--- config.mk ---
export PLATFORM = sky130hd
export DESIGN_NAME = n_clic
export DESIGN_NICKNAME = d
export VERILOG_FILES = /design/src/design/clic_pkg.sv /design/src/design/clic_csr_decode.sv /design/src/design/clic_entry.sv /design/src/design/clic_global_csr.sv /design/src/design/clic_arbiter.sv /design/src/design/n_clic.sv
export VERILOG_INCLUDE_DIRS = /design/src /design/src/design
export SDC_FILE = /design/constraint.sdc
export NUM_CORES = 1
export LEC_CHECK = 0
export BUFFER_PORTS_ARGS = -buffer_cell sky130_fd_sc_hd__clkbuf_2
export CAP_MARGIN = 20
export CORE_ASPECT_RATIO = 0.8
export CORE_UTILIZATION = 25
export CTS_CLUSTER_DIAMETER = 80
export DETAILED_ROUTE_END_ITERATION = 10
export GPL_TIMING_DRIVEN = 0
export PLACE_DENSITY_LB_ADDON = 0.1
export SYNTH_ARGS = -nofsm -noshare
export SYNTH_HDL_FRONTEND = slang
export SYNTH_SLANG_ARGS = --single-unit
--- constraint.sdc ---
create_clock -name clk -period 16.4 [get_ports clk]
set_input_delay 0.82 -clock clk [delete_from_list [all_inputs] [get_ports clk]]
set_output_delay 0.82 -clock clk [all_outputs]
set_load 0.05 [all_outputs]
--- src/design/clic_params.svh ---
// sizes are global; NUM_IRQ must stay within the 0xB00 block and PRIO_WIDTH + 2 within 5 bits
`ifndef CLIC_PARAMS_SVH
`define CLIC_PARAMS_SVH

// number of interrupt entries
`define CLIC_NUM_IRQ 8

// priority bits per entry
// entry is pended + enable + prio, so 3 keeps it reachable by zimm
`define CLIC_PRIO_WIDTH 3

// machine status, only MIE is kept
`define CLIC_ADDR_MSTATUS 12'h300

// interrupt threshold, strictly-greater compare
`define CLIC_ADDR_MINTTHRESH 12'h347

// first entry CSR, entry k sits at base + k
`define CLIC_ADDR_ENTRY_BASE 12'hB00

// position of MIE inside mstatus
`define CLIC_MIE_BIT 3

`endif

--- src/design/clic_pkg.sv ---
// shared CLIC types; widths come from clic_params.svh and entry_t must fit a 5-bit zimm
`include "clic_params.svh"

package clic_pkg;

  // 12-bit CSR address as in the RISC-V CSR space
  typedef logic [11:0] csr_addr_t;

  // data word for rs1, operand and read data
  typedef logic [31:0] word_t;

  // interrupt priority, larger value wins
  typedef logic [`CLIC_PRIO_WIDTH-1:0] prio_t;

  // entry index
  typedef logic [$clog2(`CLIC_NUM_IRQ)-1:0] irq_id_t;

  // CSR ops, encoded as funct3 of the SYSTEM opcode
  typedef enum logic [2:0] {
    CSR_RW  = 3'b001,
    CSR_RS  = 3'b010,
    CSR_RC  = 3'b011,
    CSR_RWI = 3'b101,
    CSR_RSI = 3'b110,
    CSR_RCI = 3'b111
  } csr_op_t;

  // resolved update kind
  // none covers idle cycles and set/clear with a zero operand
  typedef enum logic [1:0] {
    KIND_NONE,
    KIND_WRITE,
    KIND_SET,
    KIND_CLEAR
  } csr_kind_t;

  // raw CSR command from the hart, valid is a one-cycle strobe
  typedef struct packed {
    logic      valid;
    csr_op_t   op;
    csr_addr_t addr;
    word_t     rs1_data;
    logic [4:0] zimm;
  } csr_req_t;

  // command after decode
  typedef struct packed {
    csr_kind_t kind;
    word_t     operand;
  } csr_cmd_t;

  // one interrupt entry
  // first member is the msb, so bit 0 = pended, bit 1 = enable, prio above
  typedef struct packed {
    prio_t prio;
    logic  enable;
    logic  pended;
  } entry_t;

  // request presented to the hart
  typedef struct packed {
    logic    valid;
    irq_id_t id;
    prio_t   prio;
  } irq_req_t;

endpackage

--- src/design/clic_csr_decode.sv ---
// combinational CSR decode; unmapped addresses give no select, zero set/clear gives no write
`include "clic_params.svh"

module clic_csr_decode (
  input  clic_pkg::csr_req_t         csr_req,
  output clic_pkg::csr_cmd_t         cmd,
  output logic [`CLIC_NUM_IRQ-1:0]   entry_sel,
  output logic                       sel_mstatus,
  output logic                       sel_thresh,
  output logic                       any_sel
);

  clic_pkg::word_t operand;
  clic_pkg::csr_kind_t kind;

  // operand source
  // register ops take rs1, immediate ops take zimm zero-extended
  always_comb begin
    case (csr_req.op)
      clic_pkg::CSR_RWI,
      clic_pkg::CSR_RSI,
      clic_pkg::CSR_RCI: operand = {27'b0, csr_req.zimm};
      default:           operand = csr_req.rs1_data;
    endcase
  end

  // op to kind
  always_comb begin
    case (csr_req.op)
      clic_pkg::CSR_RW,
      clic_pkg::CSR_RWI: kind = clic_pkg::KIND_WRITE;
      clic_pkg::CSR_RS,
      clic_pkg::CSR_RSI: kind = clic_pkg::KIND_SET;
      clic_pkg::CSR_RC,
      clic_pkg::CSR_RCI: kind = clic_pkg::KIND_CLEAR;
      default:           kind = clic_pkg::KIND_NONE;
    endcase
    // idle cycle, nothing to do
    if (!csr_req.valid) begin
      kind = clic_pkg::KIND_NONE;
    end
    // set/clear with zero operand is a pure read
    if ((kind == clic_pkg::KIND_SET || kind == clic_pkg::KIND_CLEAR) && operand == '0) begin
      kind = clic_pkg::KIND_NONE;
    end
  end

  assign cmd.kind    = kind;
  assign cmd.operand = operand;

  // address decode
  // entries occupy base .. base + NUM_IRQ - 1
  always_comb begin
    for (int k = 0; k < `CLIC_NUM_IRQ; k++) begin
      entry_sel[k] = (csr_req.addr == clic_pkg::csr_addr_t'(`CLIC_ADDR_ENTRY_BASE + k));
    end
  end

  assign sel_mstatus = (csr_req.addr == `CLIC_ADDR_MSTATUS);
  assign sel_thresh  = (csr_req.addr == `CLIC_ADDR_MINTTHRESH);

  // false for unmapped addresses
  assign any_sel = (|entry_sel) | sel_mstatus | sel_thresh;

  // entry block must not overlap mstatus or mintthresh
  // otherwise two registers would drive read data and take the same write
  always_comb begin
    if (csr_req.valid) begin
      assert ($onehot0({entry_sel, sel_mstatus, sel_thresh}))
        else $error("csr decode: overlapping selects at addr %h", csr_req.addr);
    end
  end

endmodule

--- src/design/clic_entry.sv ---
// one CLIC entry; update order is CSR, then take clear, then pend set, so a pend beats a take
`include "clic_params.svh"

module clic_entry (
  input  logic               clk,
  input  logic               rst_n,
  input  clic_pkg::csr_cmd_t cmd,
  input  logic               sel,
  input  logic               pend,
  input  logic               take,
  output clic_pkg::entry_t   entry
);

  localparam int entry_width = $bits(clic_pkg::entry_t);

  clic_pkg::entry_t csr_bits;
  clic_pkg::entry_t entry_nxt;

  // operand low bits in entry layout
  assign csr_bits = clic_pkg::entry_t'(cmd.operand[entry_width-1:0]);

  always_comb begin
    entry_nxt = entry;
    // software access first
    if (sel) begin
      case (cmd.kind)
        clic_pkg::KIND_WRITE: entry_nxt = csr_bits;
        clic_pkg::KIND_SET:   entry_nxt = clic_pkg::entry_t'(entry | csr_bits);
        clic_pkg::KIND_CLEAR: entry_nxt = clic_pkg::entry_t'(entry & ~csr_bits);
        default:              entry_nxt = entry;
      endcase
    end
    // hart took this entry
    if (take) begin
      entry_nxt.pended = 1'b0;
    end
    // source strobe last, never lost
    if (pend) begin
      entry_nxt.pended = 1'b1;
    end
  end

  always_ff @(posedge clk or negedge rst_n) begin
    if (!rst_n) begin
      entry <= '0;
    end else begin
      entry <= entry_nxt;
    end
  end

  // a pend strobe always lands, whatever CSR write or take came with it
  a_pend_sets: assert property (
    @(posedge clk) disable iff (!rst_n)
    pend |=> entry.pended
  ) else $error("clic entry: pend strobe lost");

endmodule

--- src/design/clic_global_csr.sv ---
// mstatus keeps only MIE, mintthresh keeps PRIO_WIDTH bits; read data is 0 without a select
`include "clic_params.svh"

module clic_global_csr (
  input  logic                                         clk,
  input  logic                                         rst_n,
  input  clic_pkg::csr_cmd_t                           cmd,
  input  logic                                         sel_mstatus,
  input  logic                                         sel_thresh,
  input  logic [`CLIC_NUM_IRQ-1:0]                     entry_sel,
  input  clic_pkg::entry_t [`CLIC_NUM_IRQ-1:0]         entries,
  output clic_pkg::prio_t                              thresh,
  output logic                                         mie,
  output clic_pkg::word_t                              rdata
);

  clic_pkg::prio_t op_prio;
  logic            op_mie;

  // operand bits that land in each register
  assign op_prio = cmd.operand[`CLIC_PRIO_WIDTH-1:0];
  assign op_mie  = cmd.operand[`CLIC_MIE_BIT];

  // mstatus.MIE
  // other mstatus bits read as zero and ignore writes
  always_ff @(posedge clk or negedge rst_n) begin
    if (!rst_n) begin
      mie <= 1'b0;
    end else if (sel_mstatus) begin
      case (cmd.kind)
        clic_pkg::KIND_WRITE: mie <= op_mie;
        clic_pkg::KIND_SET:   mie <= mie | op_mie;
        clic_pkg::KIND_CLEAR: mie <= mie & ~op_mie;
        default:              mie <= mie;
      endcase
    end
  end

  // mintthresh
  always_ff @(posedge clk or negedge rst_n) begin
    if (!rst_n) begin
      thresh <= '0;
    end else if (sel_thresh) begin
      case (cmd.kind)
        clic_pkg::KIND_WRITE: thresh <= op_prio;
        clic_pkg::KIND_SET:   thresh <= thresh | op_prio;
        clic_pkg::KIND_CLEAR: thresh <= thresh & ~op_prio;
        default:              thresh <= thresh;
      endcase
    end
  end

  // read mux, one-hot OR
  // shows the value before this cycle's write
  always_comb begin
    rdata = '0;
    if (sel_mstatus) begin
      rdata[`CLIC_MIE_BIT] = mie;
    end
    if (sel_thresh) begin
      rdata = rdata | clic_pkg::word_t'(thresh);
    end
    for (int k = 0; k < `CLIC_NUM_IRQ; k++) begin
      if (entry_sel[k]) begin
        rdata = rdata | clic_pkg::word_t'(entries[k]);
      end
    end
  end

endmodule

--- src/design/clic_arbiter.sv ---
// irq is registered from last cycle's entry state; a take is ignored while irq.valid is low
`include "clic_params.svh"

module clic_arbiter (
  input  logic                                 clk,
  input  logic                                 rst_n,
  input  clic_pkg::entry_t [`CLIC_NUM_IRQ-1:0] entries,
  input  clic_pkg::prio_t                      thresh,
  input  logic                                 mie,
  input  logic                                 irq_take,
  output logic [`CLIC_NUM_IRQ-1:0]             take,
  output clic_pkg::irq_req_t                   irq
);

  logic [`CLIC_NUM_IRQ-1:0] eligible;
  logic                     best_valid;
  clic_pkg::irq_id_t        best_id;
  clic_pkg::prio_t          best_prio;

  // pended, enabled, strictly above threshold, global enable on
  always_comb begin
    for (int k = 0; k < `CLIC_NUM_IRQ; k++) begin
      eligible[k] = mie
                    && entries[k].pended
                    && entries[k].enable
                    && (entries[k].prio > thresh);
    end
  end

  // linear scan from index 0
  // strict compare keeps the lower index on equal prio
  always_comb begin
    best_valid = 1'b0;
    best_id    = '0;
    best_prio  = '0;
    for (int k = 0; k < `CLIC_NUM_IRQ; k++) begin
      if (eligible[k] && (!best_valid || entries[k].prio > best_prio)) begin
        best_valid = 1'b1;
        best_id    = clic_pkg::irq_id_t'(k);
        best_prio  = entries[k].prio;
      end
    end
  end

  // presented request
  always_ff @(posedge clk or negedge rst_n) begin
    if (!rst_n) begin
      irq <= '0;
    end else begin
      irq.valid <= best_valid;
      irq.id    <= best_id;
      irq.prio  <= best_prio;
    end
  end

  // steer the take strobe to the presented entry
  // no request, no take
  always_comb begin
    take = '0;
    if (irq_take && irq.valid) begin
      take[irq.id] = 1'b1;
    end
  end

  // winner was above the threshold with MIE set when it was registered
  a_irq_above_thresh: assert property (
    @(posedge clk) disable iff (!rst_n)
    irq.valid |-> (irq.prio > $past(thresh)) && $past(mie)
  ) else $error("clic arbiter: irq prio %0d not above threshold", irq.prio);

endmodule

--- src/design/n_clic.sv ---
// CLIC top; no vector table, trap CSRs, nesting or timestamps, all handshakes are strobes
`include "clic_params.svh"

module n_clic (
  input  logic                     clk,
  input  logic                     rst_n,
  input  clic_pkg::csr_req_t       csr_req,
  output clic_pkg::word_t          rdata,
  input  logic [`CLIC_NUM_IRQ-1:0] irq_pend,
  input  logic                     irq_take,
  output clic_pkg::irq_req_t       irq
);

  // decoded command and selects
  clic_pkg::csr_cmd_t       cmd;
  logic [`CLIC_NUM_IRQ-1:0] entry_sel;
  logic                     sel_mstatus;
  logic                     sel_thresh;

  // entry state and take steering
  clic_pkg::entry_t [`CLIC_NUM_IRQ-1:0] entries;
  logic [`CLIC_NUM_IRQ-1:0]             take;

  // global state
  clic_pkg::prio_t thresh;
  logic            mie;

  // read mux already gives zero without a select
  clic_csr_decode u_decode (
    .csr_req     (csr_req),
    .cmd         (cmd),
    .entry_sel   (entry_sel),
    .sel_mstatus (sel_mstatus),
    .sel_thresh  (sel_thresh),
    .any_sel     ()
  );

  // entry k answers at base + k
  for (genvar k = 0; k < `CLIC_NUM_IRQ; k++) begin : gen_entry
    clic_entry u_entry (
      .clk   (clk),
      .rst_n (rst_n),
      .cmd   (cmd),
      .sel   (entry_sel[k]),
      .pend  (irq_pend[k]),
      .take  (take[k]),
      .entry (entries[k])
    );
  end

  clic_global_csr u_global (
    .clk         (clk),
    .rst_n       (rst_n),
    .cmd         (cmd),
    .sel_mstatus (sel_mstatus),
    .sel_thresh  (sel_thresh),
    .entry_sel   (entry_sel),
    .entries     (entries),
    .thresh      (thresh),
    .mie         (mie),
    .rdata       (rdata)
  );

  clic_arbiter u_arbiter (
    .clk      (clk),
    .rst_n    (rst_n),
    .entries  (entries),
    .thresh   (thresh),
    .mie      (mie),
    .irq_take (irq_take),
    .take     (take),
    .irq      (irq)
  );

endmodule

=== Word level (Yosys, flattened, before mapping) ===
Cells that the tools add are included.

* Magnitude comparators: 17
* Equality and inequality tests: 21
* Multiplexer cells: 74
* Bitwise operators: 32
* Reduce and logical (&&, ||, !) cells: 89

{| class="wikitable"
|+ Operator list
! operator !! number
|-
| 32-bit 2-to-1 mux || 10
|-
| 32-bit by 5-bit OR with 32-bit output || 8
|-
| 5-bit one-hot mux with 3 select lines || 8
|-
| 12-bit == test, second input constant || 8
|-
| 3-bit greater-than comparator || 15
|-
| 5-bit AND || 8
|-
| 5-bit OR || 8
|-
| 5-bit nonzero test || 8
|-
| 3-bit 2-to-1 mux || 12
|-
| 2-bit AND reduction || 18
|-
| 1-bit 2-to-1 mux || 35
|-
| 1-bit logical AND || 34
|-
| 32-bit zero test || 1
|-
| 3-bit nonzero test || 9
|-
| 12-bit by 10-bit == test with 1-bit output, second input constant || 2
|-
| 3-bit == test, second input constant || 3
|-
| 3-bit one-hot mux with 3 select lines || 1
|-
| 2-bit == test, second input constant || 4
|-
| 1-bit logical OR || 8
|-
| 2-bit 2-to-1 mux || 4
|-
| 8-bit 2-to-1 mux || 1
|-
| 1-bit zero test || 7
|-
| 3-bit by 2-bit == test with 1-bit output, second input constant || 2
|-
| 2-bit one-hot mux with 3 select lines || 1
|-
| other kinds (16) || 18
|}

* Bits in registers: 51
* Bits of input ports: 64
* Output and inout bits: 39
* Logic and storage cells: 262

=== Logic depth before layout (Yosys ltp) ===
Gate-level depths: netlist of run 1.

* Word-level depth: 32
* Gate-level depth with buffers: 57
* Depth with buffers taken out: 54

=== By module ===
A second synthesis of run 1 with hierarchy kept.

* Cells, all modules: 655
* Area total of the unflattened synthesis: 5765.5 um^2

{| class="wikitable"
|+ Modules (own cells, without submodules)
! module !! instances !! cells each !! area each (um^2) !! sequential area each (um^2)
|-
| clic_entry || 8 || 32 || 334.1 || 125.1
|-
| clic_arbiter || 1 || 242 || 1953.1 || 175.2
|-
| clic_global_csr || 1 || 75 || 629.4 || 100.1
|-
| clic_csr_decode || 1 || 82 || 510.5 || 0.0
|}

=== Worst setup path after synthesis of run 1 ===
No wires, ideal clock.

* Path kind: reg2reg
* From: reg u_global.thresh[2]
* To: reg u_arbiter.irq[1] (netlist name)
* Library setup time: 0.124 ns
* Arrival time: 9.577 ns
* Required time: 16.276 ns
* Setup slack: 6.699 ns
* Cell stages (with the launch flop): 53
* Buffers on the path: 2
* Period minus slack after synthesis: 9.701 ns
* Cell sequence: dfrtp_1 -> inv_1 -> ha_1 -> nand3_1 -> and4_1 -> nand3_1 -> ha_1 -> a211o_1 -> a211o_1 -> and3_1 -> or2_2 -> ha_1 -> nor2b_1 -> o21ai_0 -> a32oi_1 -> o21a_1 -> o31ai_1 -> ha_1 -> [17 not listed] -> o21ai_0 -> a21oi_1 -> a311oi_1 -> a21oi_1 -> ha_1 -> nor2b_1 -> o21ai_0 -> a32oi_1 -> a41o_1 -> and2_1 -> clkbuf_1 -> a21o_1 -> o22ai_1 -> ha_1 -> a311o_1 -> o41a_1 -> o22a_1 -> o31a_1

* Longest elaborated chain between the ends: 31
* Elaborated cells between the ends (all ways): 59
* Classes of those cells: order compare: 15; mux: 15; reduce/logical: 29

{| class="wikitable"
|+ Ends and longest elaborated chain
! what !! line !! text
|-
| from (decl) || clic_global_csr.sv:12 || <nowiki>output clic_pkg::prio_t thresh,</nowiki>
|-
| from (signal assigned) || clic_global_csr.sv:45 || <nowiki>clic_pkg::KIND_WRITE: thresh <= op_prio;</nowiki>
|-
| from (signal assigned) || clic_global_csr.sv:46 || <nowiki>clic_pkg::KIND_SET: thresh <= thresh | op_prio;</nowiki>
|-
| from (signal assigned) || clic_global_csr.sv:47 || <nowiki>clic_pkg::KIND_CLEAR: thresh <= thresh & ~op_prio;</nowiki>
|-
| 3-bit greater-than comparator || clic_arbiter.sv:26 || <nowiki>&& (entries[k].prio > thresh);</nowiki>
|-
| 1-bit logical AND || clic_arbiter.sv:26 ||
|-
| 3-bit 2-to-1 mux or 1-bit 2-to-1 mux (tied branches) || clic_arbiter.sv:37 || <nowiki>if (eligible[k] && (!best_valid || entries[k].prio > best_prio)) begin</nowiki>
|-
| 3-bit greater-than comparator or 1-bit zero test (tied branches) || clic_arbiter.sv:37 ||
|-
| 1-bit logical OR || clic_arbiter.sv:37 ||
|-
| 1-bit logical AND || clic_arbiter.sv:37 ||
|-
| 3-bit 2-to-1 mux or 1-bit 2-to-1 mux (tied branches) || clic_arbiter.sv:37 ||
|-
| 3-bit greater-than comparator or 1-bit zero test (tied branches) || clic_arbiter.sv:37 ||
|-
| [16 not listed] || n/a ||
|-
| 1-bit logical OR || clic_arbiter.sv:37 ||
|-
| 1-bit logical AND || clic_arbiter.sv:37 ||
|-
| 3-bit 2-to-1 mux or 1-bit 2-to-1 mux (tied branches) || clic_arbiter.sv:37 ||
|-
| 3-bit greater-than comparator or 1-bit zero test (tied branches) || clic_arbiter.sv:37 ||
|-
| 1-bit logical OR || clic_arbiter.sv:37 ||
|-
| 1-bit logical AND || clic_arbiter.sv:37 ||
|-
| 3-bit 2-to-1 mux * || clic_arbiter.sv:37 ||
|-
| net u_arbiter.best_prio[1] || clic_arbiter.sv:18 || <nowiki>clic_pkg::prio_t best_prio;</nowiki>
|}

The timed path passes the listed nets; every way through them passes the cells marked *.
A chain may end at the register's enable or synchronous reset.

=== Worst setup path after layout of run 1 ===
* From: reg u_global.thresh[2]
* To: reg u_arbiter.irq[4] (netlist name)

* Longest elaborated chain between the ends: 31
* Elaborated cells between the ends (all ways): 64
* Classes of those cells: order compare: 15; mux: 20; reduce/logical: 29

{| class="wikitable"
|+ Ends and longest elaborated chain
! what !! line !! text
|-
| 3-bit greater-than comparator || clic_arbiter.sv:26 ||
|-
| 1-bit logical AND || clic_arbiter.sv:26 ||
|-
| 3-bit 2-to-1 mux or 1-bit 2-to-1 mux (tied branches) || clic_arbiter.sv:37 ||
|-
| 3-bit greater-than comparator or 1-bit zero test (tied branches) || clic_arbiter.sv:37 ||
|-
| 1-bit logical OR || clic_arbiter.sv:37 ||
|-
| 1-bit logical AND || clic_arbiter.sv:37 ||
|-
| 3-bit 2-to-1 mux or 1-bit 2-to-1 mux (tied branches) || clic_arbiter.sv:37 ||
|-
| 3-bit greater-than comparator or 1-bit zero test (tied branches) || clic_arbiter.sv:37 ||
|-
| [16 not listed] || n/a ||
|-
| 1-bit logical OR || clic_arbiter.sv:37 ||
|-
| 1-bit logical AND || clic_arbiter.sv:37 ||
|-
| 3-bit 2-to-1 mux or 1-bit 2-to-1 mux (tied branches) || clic_arbiter.sv:37 ||
|-
| 3-bit greater-than comparator or 1-bit zero test (tied branches) || clic_arbiter.sv:37 ||
|-
| 1-bit logical OR || clic_arbiter.sv:37 ||
|-
| 1-bit logical AND || clic_arbiter.sv:37 ||
|-
| 3-bit 2-to-1 mux * || clic_arbiter.sv:37 ||
|-
| net u_arbiter.best_id[1] || clic_arbiter.sv:17 || <nowiki>clic_pkg::irq_id_t best_id;</nowiki>
|}

Marked as above.

==> flow_summary.json, run 1 <==
{
  "pre_cts_ws_ns": 4.71,
  "finalSetupViolCount": 0,
  "grt_pass1_wl_mm": 25.2,
  "clock_latency_ns": 0.30,
  "cts_tree": "built",
  "fp.dieH_microns": 123,
  "fin_ws_ns": 4.68,
  "vias_per_cell": 5.20,
  "clk_pin_slew_ns": 0.08,
  "powerDensity_nw_per_um2": 51.5,
  "finalNetCount": 759,
  "rsz0062_at_grt": "no",
  "cts-resized-gates": 0,
  "cts.htree.levels": 2,
  "drive_above_1_share_pct": 20.2,
  "relSlewSlack_pct": 32.1,
  "cts_root_buffer": "clkbuf_16",
  "cp-end-kind": "register",
  "synth_flop_cell": "dfrtp_1",
  "ant_nets": 0,
  "period_needed_ns": 11.72,
  "yosys_warnings": 0,
  "clock_skew_ns": 0.00880,
  "cts.sinks": 51,
  "synth_top_area_share_pct": 27.8,
  "grt_usage_pct": 17.4,
  "drt_pass1_iterations": 5,
  "ir_worst_vdd_mv": 0.0379,
  "place.gp.congestion": 0.905,
  "yosys_register_bits": 51,
  "leakagePower_nw": 2.56,
  "numCtsBuffers": 5,
  "port_buffers": 74,
  "design.die.area_sq_um": 18900,
  "hold_buffers": 0,
  "critPathMaxStageDelay_ns": 0.55,
  "synthTopCellsByArea": "dfrtp_1, ha_1, a22o_1",
  "fin_crit_sh_pct": 71.5,
  "antenna_found_initial": 2,
  "hold_viol": 0,
  "gr-total-overflow": 0,
  "drv_slew": 0,
  "worst_path_max_delay_cell": "a311oi_1",
  "yosys.cell_types.count": 66,
  "syn_inst": 537,
  "tightest_slew_ns": 1.01,
  "start_util_pct": 26.0,
  "crit_arrival_ns": 11.85,
  "yosysMostFrequentCell": "dfrtp_1",
  "n_antenna_cell": 0,
  "pin_count": 103,
  "synth_edf_count": 0,
  "path_class": "register to register",
  "grt_pass1_vias": 4420,
  "crit_buf_inv": 4,
  "drv_cap": 0,
  "crit_path_max_fanout": 9,
  "grt_start_max_net_pins": 29,
  "die_x_microns": 153,
  "yosysSeqAreaShare_pct": 27.8,
  "rows": 43,
  "synth_common_cells": "dfrtp_1, ha_1, nand2_1",
  "cp_common_cell": "ha_1",
  "cp.required_ns": 16.53,
  "postCtsSetupBuffers": 0,
  "critPathLaunchType": "register",
  "drt-total-wl_mm": 16.0,
  "async_reset_ff_share_pct": 100,
  "vias": 4540,
  "ff2ff_setup_slack_ns": 4.68,
  "avgSynthCellArea_sq_um": 8.54,
  "clock_path_buffers": 2,
  "core_area_sq_um": 17600,
  "crit_family": "compound AO/OA/AOI/OAI gates",
  "hold_class": "register to register",
  "fmax_ghz": 0.0853,
  "fin_setup_tns_ns": 0,
  "drc": 0,
  "area_delta_synth_final_pct": 20.1,
  "routedWlPerCell_microns": 18.3,
  "syn_area_sq_um": 4590,
  "hpwl_mm": 12.9,
  "synth_top_cell_by_area": "dfrtp_1",
  "drt_iter0_drc": 291,
  "status": "completed"
}
layer usage:
layer	share of wire [%]	track usage, %	wire, microns	vias to the layer above
li1	-	-	-	2220
met1	50	24.9	7980	2191
met2	45	28.9	7120	117
met3	4.4	1.44	705	12
met4	1.0	3.19	164	0
met5	0	0	0	-
layout make-up:
type | instances | area, sq um
fillers | 1904 | 12100
plain buffers | 44 | 279
repair buffers | 77 | 400
multi-input cells | 445 | 3040
clock inverters | 2 | 12.5
flip-flops and latches | 51 | 1280
well taps | 225 | 282
inverters | 23 | 86.3
clock buffers | 6 | 129
flip-flops by register name, indices dropped and copies added, names as in the netlist:
signal / cells
u_global.mie: 1
u_global.thresh: 3
u_arbiter.irq: 7
gen_entry.u_entry.entry: 40
logic make-up (layout without fill, tap and decap cells):
family	count (synthesis)	after routing	share of synthesized area (%)
other cells	1	27	0.0817
flops	51	51	27.8
compound gates	187	187	29.7
buf+inv	67	152	7.96
fa+ha+maj	48	48	13.1
mux	5	5	1.20
simple gates	178	178	20.2
placed cells by master (no fill, tap or decap), drive strengths merged, types with 25 or more instances in the layout:
cell	count
clkbuf	91
a21oi	41
nand2	47
nand3	25
nor2	29
a22o	25
buf	36
conb	27
dfrtp	51
ha	48
through the flow:
stage / hold slack [ns] / util (%) / instance area, sq um / std cells / power [mW]
3_3_place_gp: 0.509 / 30.2 / 5340 / 862 / 0.179
2_1_floorplan: 0.483 / - / 4690 / 563 / 0.162
3_5_place_dp: 0.512 / 30.4 / 5370 / 865 / 0.180
5_1_grt: 0.558 / 31.2 / 5510 / 873 / 0.294
4_1_cts: 0.532 / 31.2 / 5510 / 873 / 0.285
6_report: 0.537 / 31.2 / 5510 / 873 / 0.284
path summary, 6_finish.rpt:
kind / cells past startpoint / end / from
worst max register to register: 55 / u_arbiter.irq[4] / u_global.thresh[2]
worst min-delay path: 1 / gen_entry[5].u_entry.entry[1] / gen_entry[5].u_entry.entry[1]
min in group asynchronous: 1 / u_arbiter.irq[1] / rst_n
worst max-delay path: 55 / u_arbiter.irq[4] / u_global.thresh[2]
max in group asynchronous: 2 / u_arbiter.irq[5] / rst_n
worst min register to register: 1 / gen_entry[5].u_entry.entry[1] / gen_entry[5].u_entry.entry[1]
where the power goes:
group          leakage [nW]  total, mW  switching, mW  internal [mW]
clock network        0.0669      0.106         0.0495         0.0566
registers             0.624      0.127       0.000621          0.126
logic                  1.87     0.0510         0.0349         0.0161
worst register-to-register path, delay by kind of cell, from the launching register on:
family	cells	cell delay, ns
AO/OA/AOI/OAI	29	5.71
adder cells (fa/ha/maj)	8	2.17
buffers and inverters	4	0.82
flip-flops	1	0.38
AND/OR/NAND/NOR	14	2.47
(Power assumes the default switching activity.)
==> inputs of run 2 (changes only) <==
==> constraint.sdc (replaced) <==
create_clock -name clk -period 12 [get_ports clk]
set_input_delay 0.6 -clock clk [delete_from_list [all_inputs] [get_ports clk]]
set_output_delay 0.6 -clock clk [all_outputs]
set_load 0.05 [all_outputs]
==> run 2 against run 1 <==
  * Count of clock-buffer cells in the layout did not move
  * Cell count rose by 0.57%
  * Routed wire length barely moved
  * Clock power rose by 35%
  * Maximum frequency rose by 5.5%
  * Worst hold slack got worse by 0.21 ns
  * Via count rose by 0.62%
  * First-iteration DRC count fell by 12%
  * Sequential share of layout area fell by 0.28 points
  * Flip-flop and latch count did not move
  * Critical endpoint unchanged
==> flow_summary.json, run 2 (synthesized netlist as in run 1, its figures left out) <==
{
  "fmax_ghz": 0.0900,
  "core_area_sq_um": 17600,
  "crit_arrival_ns": 11.25,
  "p_switching_mw": 0.115,
  "grt_pass1_vias": 4420,
  "drt-total-wl_mm": 16.0,
  "worst_path_max_delay_cell": "a311o_1",
  "mostFrequentLayoutCells": "clkbuf_2, dfrtp_1, ha_1",
  "finalSetupViolCount": 0,
  "grt_pass1_wl_mm": 25.2,
  "cts_root_buffer": "clkbuf_16",
  "gr-total-overflow": 0,
  "cp.required_ns": 12.14,
  "status": "completed",
  "cts.sinks": 51,
  "design.die.area_sq_um": 18900,
  "fin_setup_tns_ns": 0,
  "clkPwrFrac_pct": 37.1,
  "vias_per_cell": 5.20,
  "ff2ff_setup_slack_ns": 0.89,
  "largest_register_ffs": 40,
  "crit_buf_inv": 4,
  "port_buffers": 74,
  "relSlewSlack_pct": 29.6,
  "path_class": "register to register",
  "fillers": 1898,
  "drt_pass1_iterations": 5,
  "tightest_slew_ns": 1.05,
  "powerDensity_nw_per_um2": 69.2,
  "fin_crit_sh_pct": 92.6,
  "finalNetCount": 764,
  "n_antenna_cell": 0,
  "place.gp.congestion": 0.905,
  "antenna_found_initial": 2,
  "drv_slew": 0,
  "rsz0062_at_grt": "no",
  "crit_family": "compound AO/OA/AOI/OAI gates",
  "numCtsBuffers": 5,
  "pwr-share-comb_pct": 18.1,
  "drt_iter0_drc": 255,
  "clock_path_buffers": 2,
  "critPathLaunchType": "register",
  "leakagePower_nw": 2.57,
  "hold_buffers": 0,
  "clk_pin_slew_ns": 0.07,
  "area_delta_synth_final_pct": 21.7,
  "clock_skew_ns": 0.00642,
  "cts_tree": "built",
  "cts.htree.levels": 2,
  "grt_start_max_net_pins": 29,
  "drive_above_1_share_pct": 22.4,
  "start_util_pct": 26.0,
  "crit_path_max_fanout": 10,
  "die_x_microns": 153,
  "rows": 43,
  "reg_top3": "gen_entry.u_entry.entry (40), u_arbiter.irq (7), u_global.thresh (3)",
  "switching_share_pct": 29.7,
  "p_int_mw": 0.272,
  "final_common_cell": "clkbuf_2",
  "pre_cts_ws_ns": 0.314,
  "ant_nets": 0,
  "hold_viol": 0,
  "clock_latency_ns": 0.30,
  "routedWlPerCell_microns": 18.2,
  "cp-end-kind": "register",
  "fin_ws_ns": 0.889,
  "ir_worst_vdd_mv": 0.0519,
  "critPathMaxStageDelay_ns": 0.41,
  "seq_power_share_pct": 44.8,
  "hpwl_mm": 12.9,
  "regMostFlops": "gen_entry.u_entry.entry",
  "fp.dieH_microns": 123,
  "pin_count": 103,
  "rr_startpoint": "u_global.thresh[1]",
  "hold_class": "primary input to async pin",
  "cp_common_cell": "ha_1",
  "worstSetupStartpoint": "u_global.thresh[1]",
  "period_needed_ns": 11.11,
  "drv_cap": 0,
  "drc": 0,
  "vias": 4568,
  "grt_usage_pct": 17.4
}
==> run 2: final timing paths <==
path,end,cells past startpoint
max,u_arbiter.irq[4],55
min,u_arbiter.irq[1],1
max reg2reg,u_arbiter.irq[4],55
min reg2reg,gen_entry[5].u_entry.entry[1],1
max in group asynchronous,u_arbiter.irq[5],2
min in group clk,gen_entry[0].u_entry.entry[0],2
==> run 2: metal layers <==
| layer | wire, microns | track usage (%) | up-vias |
|---|---|---|---|
| li1 | - | - | 2224 |
| met1 | 7930 | 24.9 | 2210 |
| met2 | 7190 | 28.9 | 122 |
| met3 | 685 | 1.44 | 12 |
| met4 | 164 | 3.19 | 0 |
| met5 | 0 | 0 | - |
==> run 2: final cells by class <==
class / count / area, sq um / area share [%]
inverters: 23 / 93.8 / 1.68
clock buffers: 6 / 129 / 2.31
flip-flops and latches: 51 / 1280 / 22.9
multi-input cells: 445 / 3070 / 55.0
plain buffers: 44 / 282 / 5.04
clock inverters: 2 / 12.5 / 0.224
well taps: 225 / 282 / 5.04
repair buffers: 82 / 438 / 7.84
==> run 2: worst register-to-register path, delay by kind of cell (launching register included) <==
kind	cells	cell delay (ns)
adders and majority gates	8	2.13
and+or+nand+nor	15	2.44
AOI/OAI and AO/OA	28	5.28
buffers and inverters	4	0.73
DFF	1	0.39
==> run 2: metrics by stage <==
step | hold slack (ns) | area, sq um | total power [mW] | util (%) | cells
2_1_floorplan | 0.304 | 4690 | 0.222 | - | 563
3_3_place_gp | 0.509 | 5340 | 0.244 | 30.2 | 862
3_5_place_dp | 0.512 | 5370 | 0.246 | 30.4 | 865
4_1_cts | 0.347 | 5510 | 0.390 | 31.2 | 873
5_1_grt | 0.370 | 5580 | 0.402 | 31.6 | 878
6_report | 0.328 | 5580 | 0.387 | 31.6 | 878
==> run 2: timing repair <==
action	in CTS	in global routing
setup buffers	0	5
endpoints found under the setup margin	0	6
gates resized for setup	0	12
==> run 2: power by group through the flow <==
stage / Sequential [mW] / Combinational, mW / Clock [mW]
3_5_place_dp: 0.177 / 0.0694 / 0
3_3_place_gp: 0.177 / 0.0675 / 0
6_report: 0.173 / 0.0699 / 0.143
4_1_cts: 0.173 / 0.0697 / 0.147
2_1_floorplan: 0.176 / 0.0459 / 0
5_1_grt: 0.173 / 0.0755 / 0.153
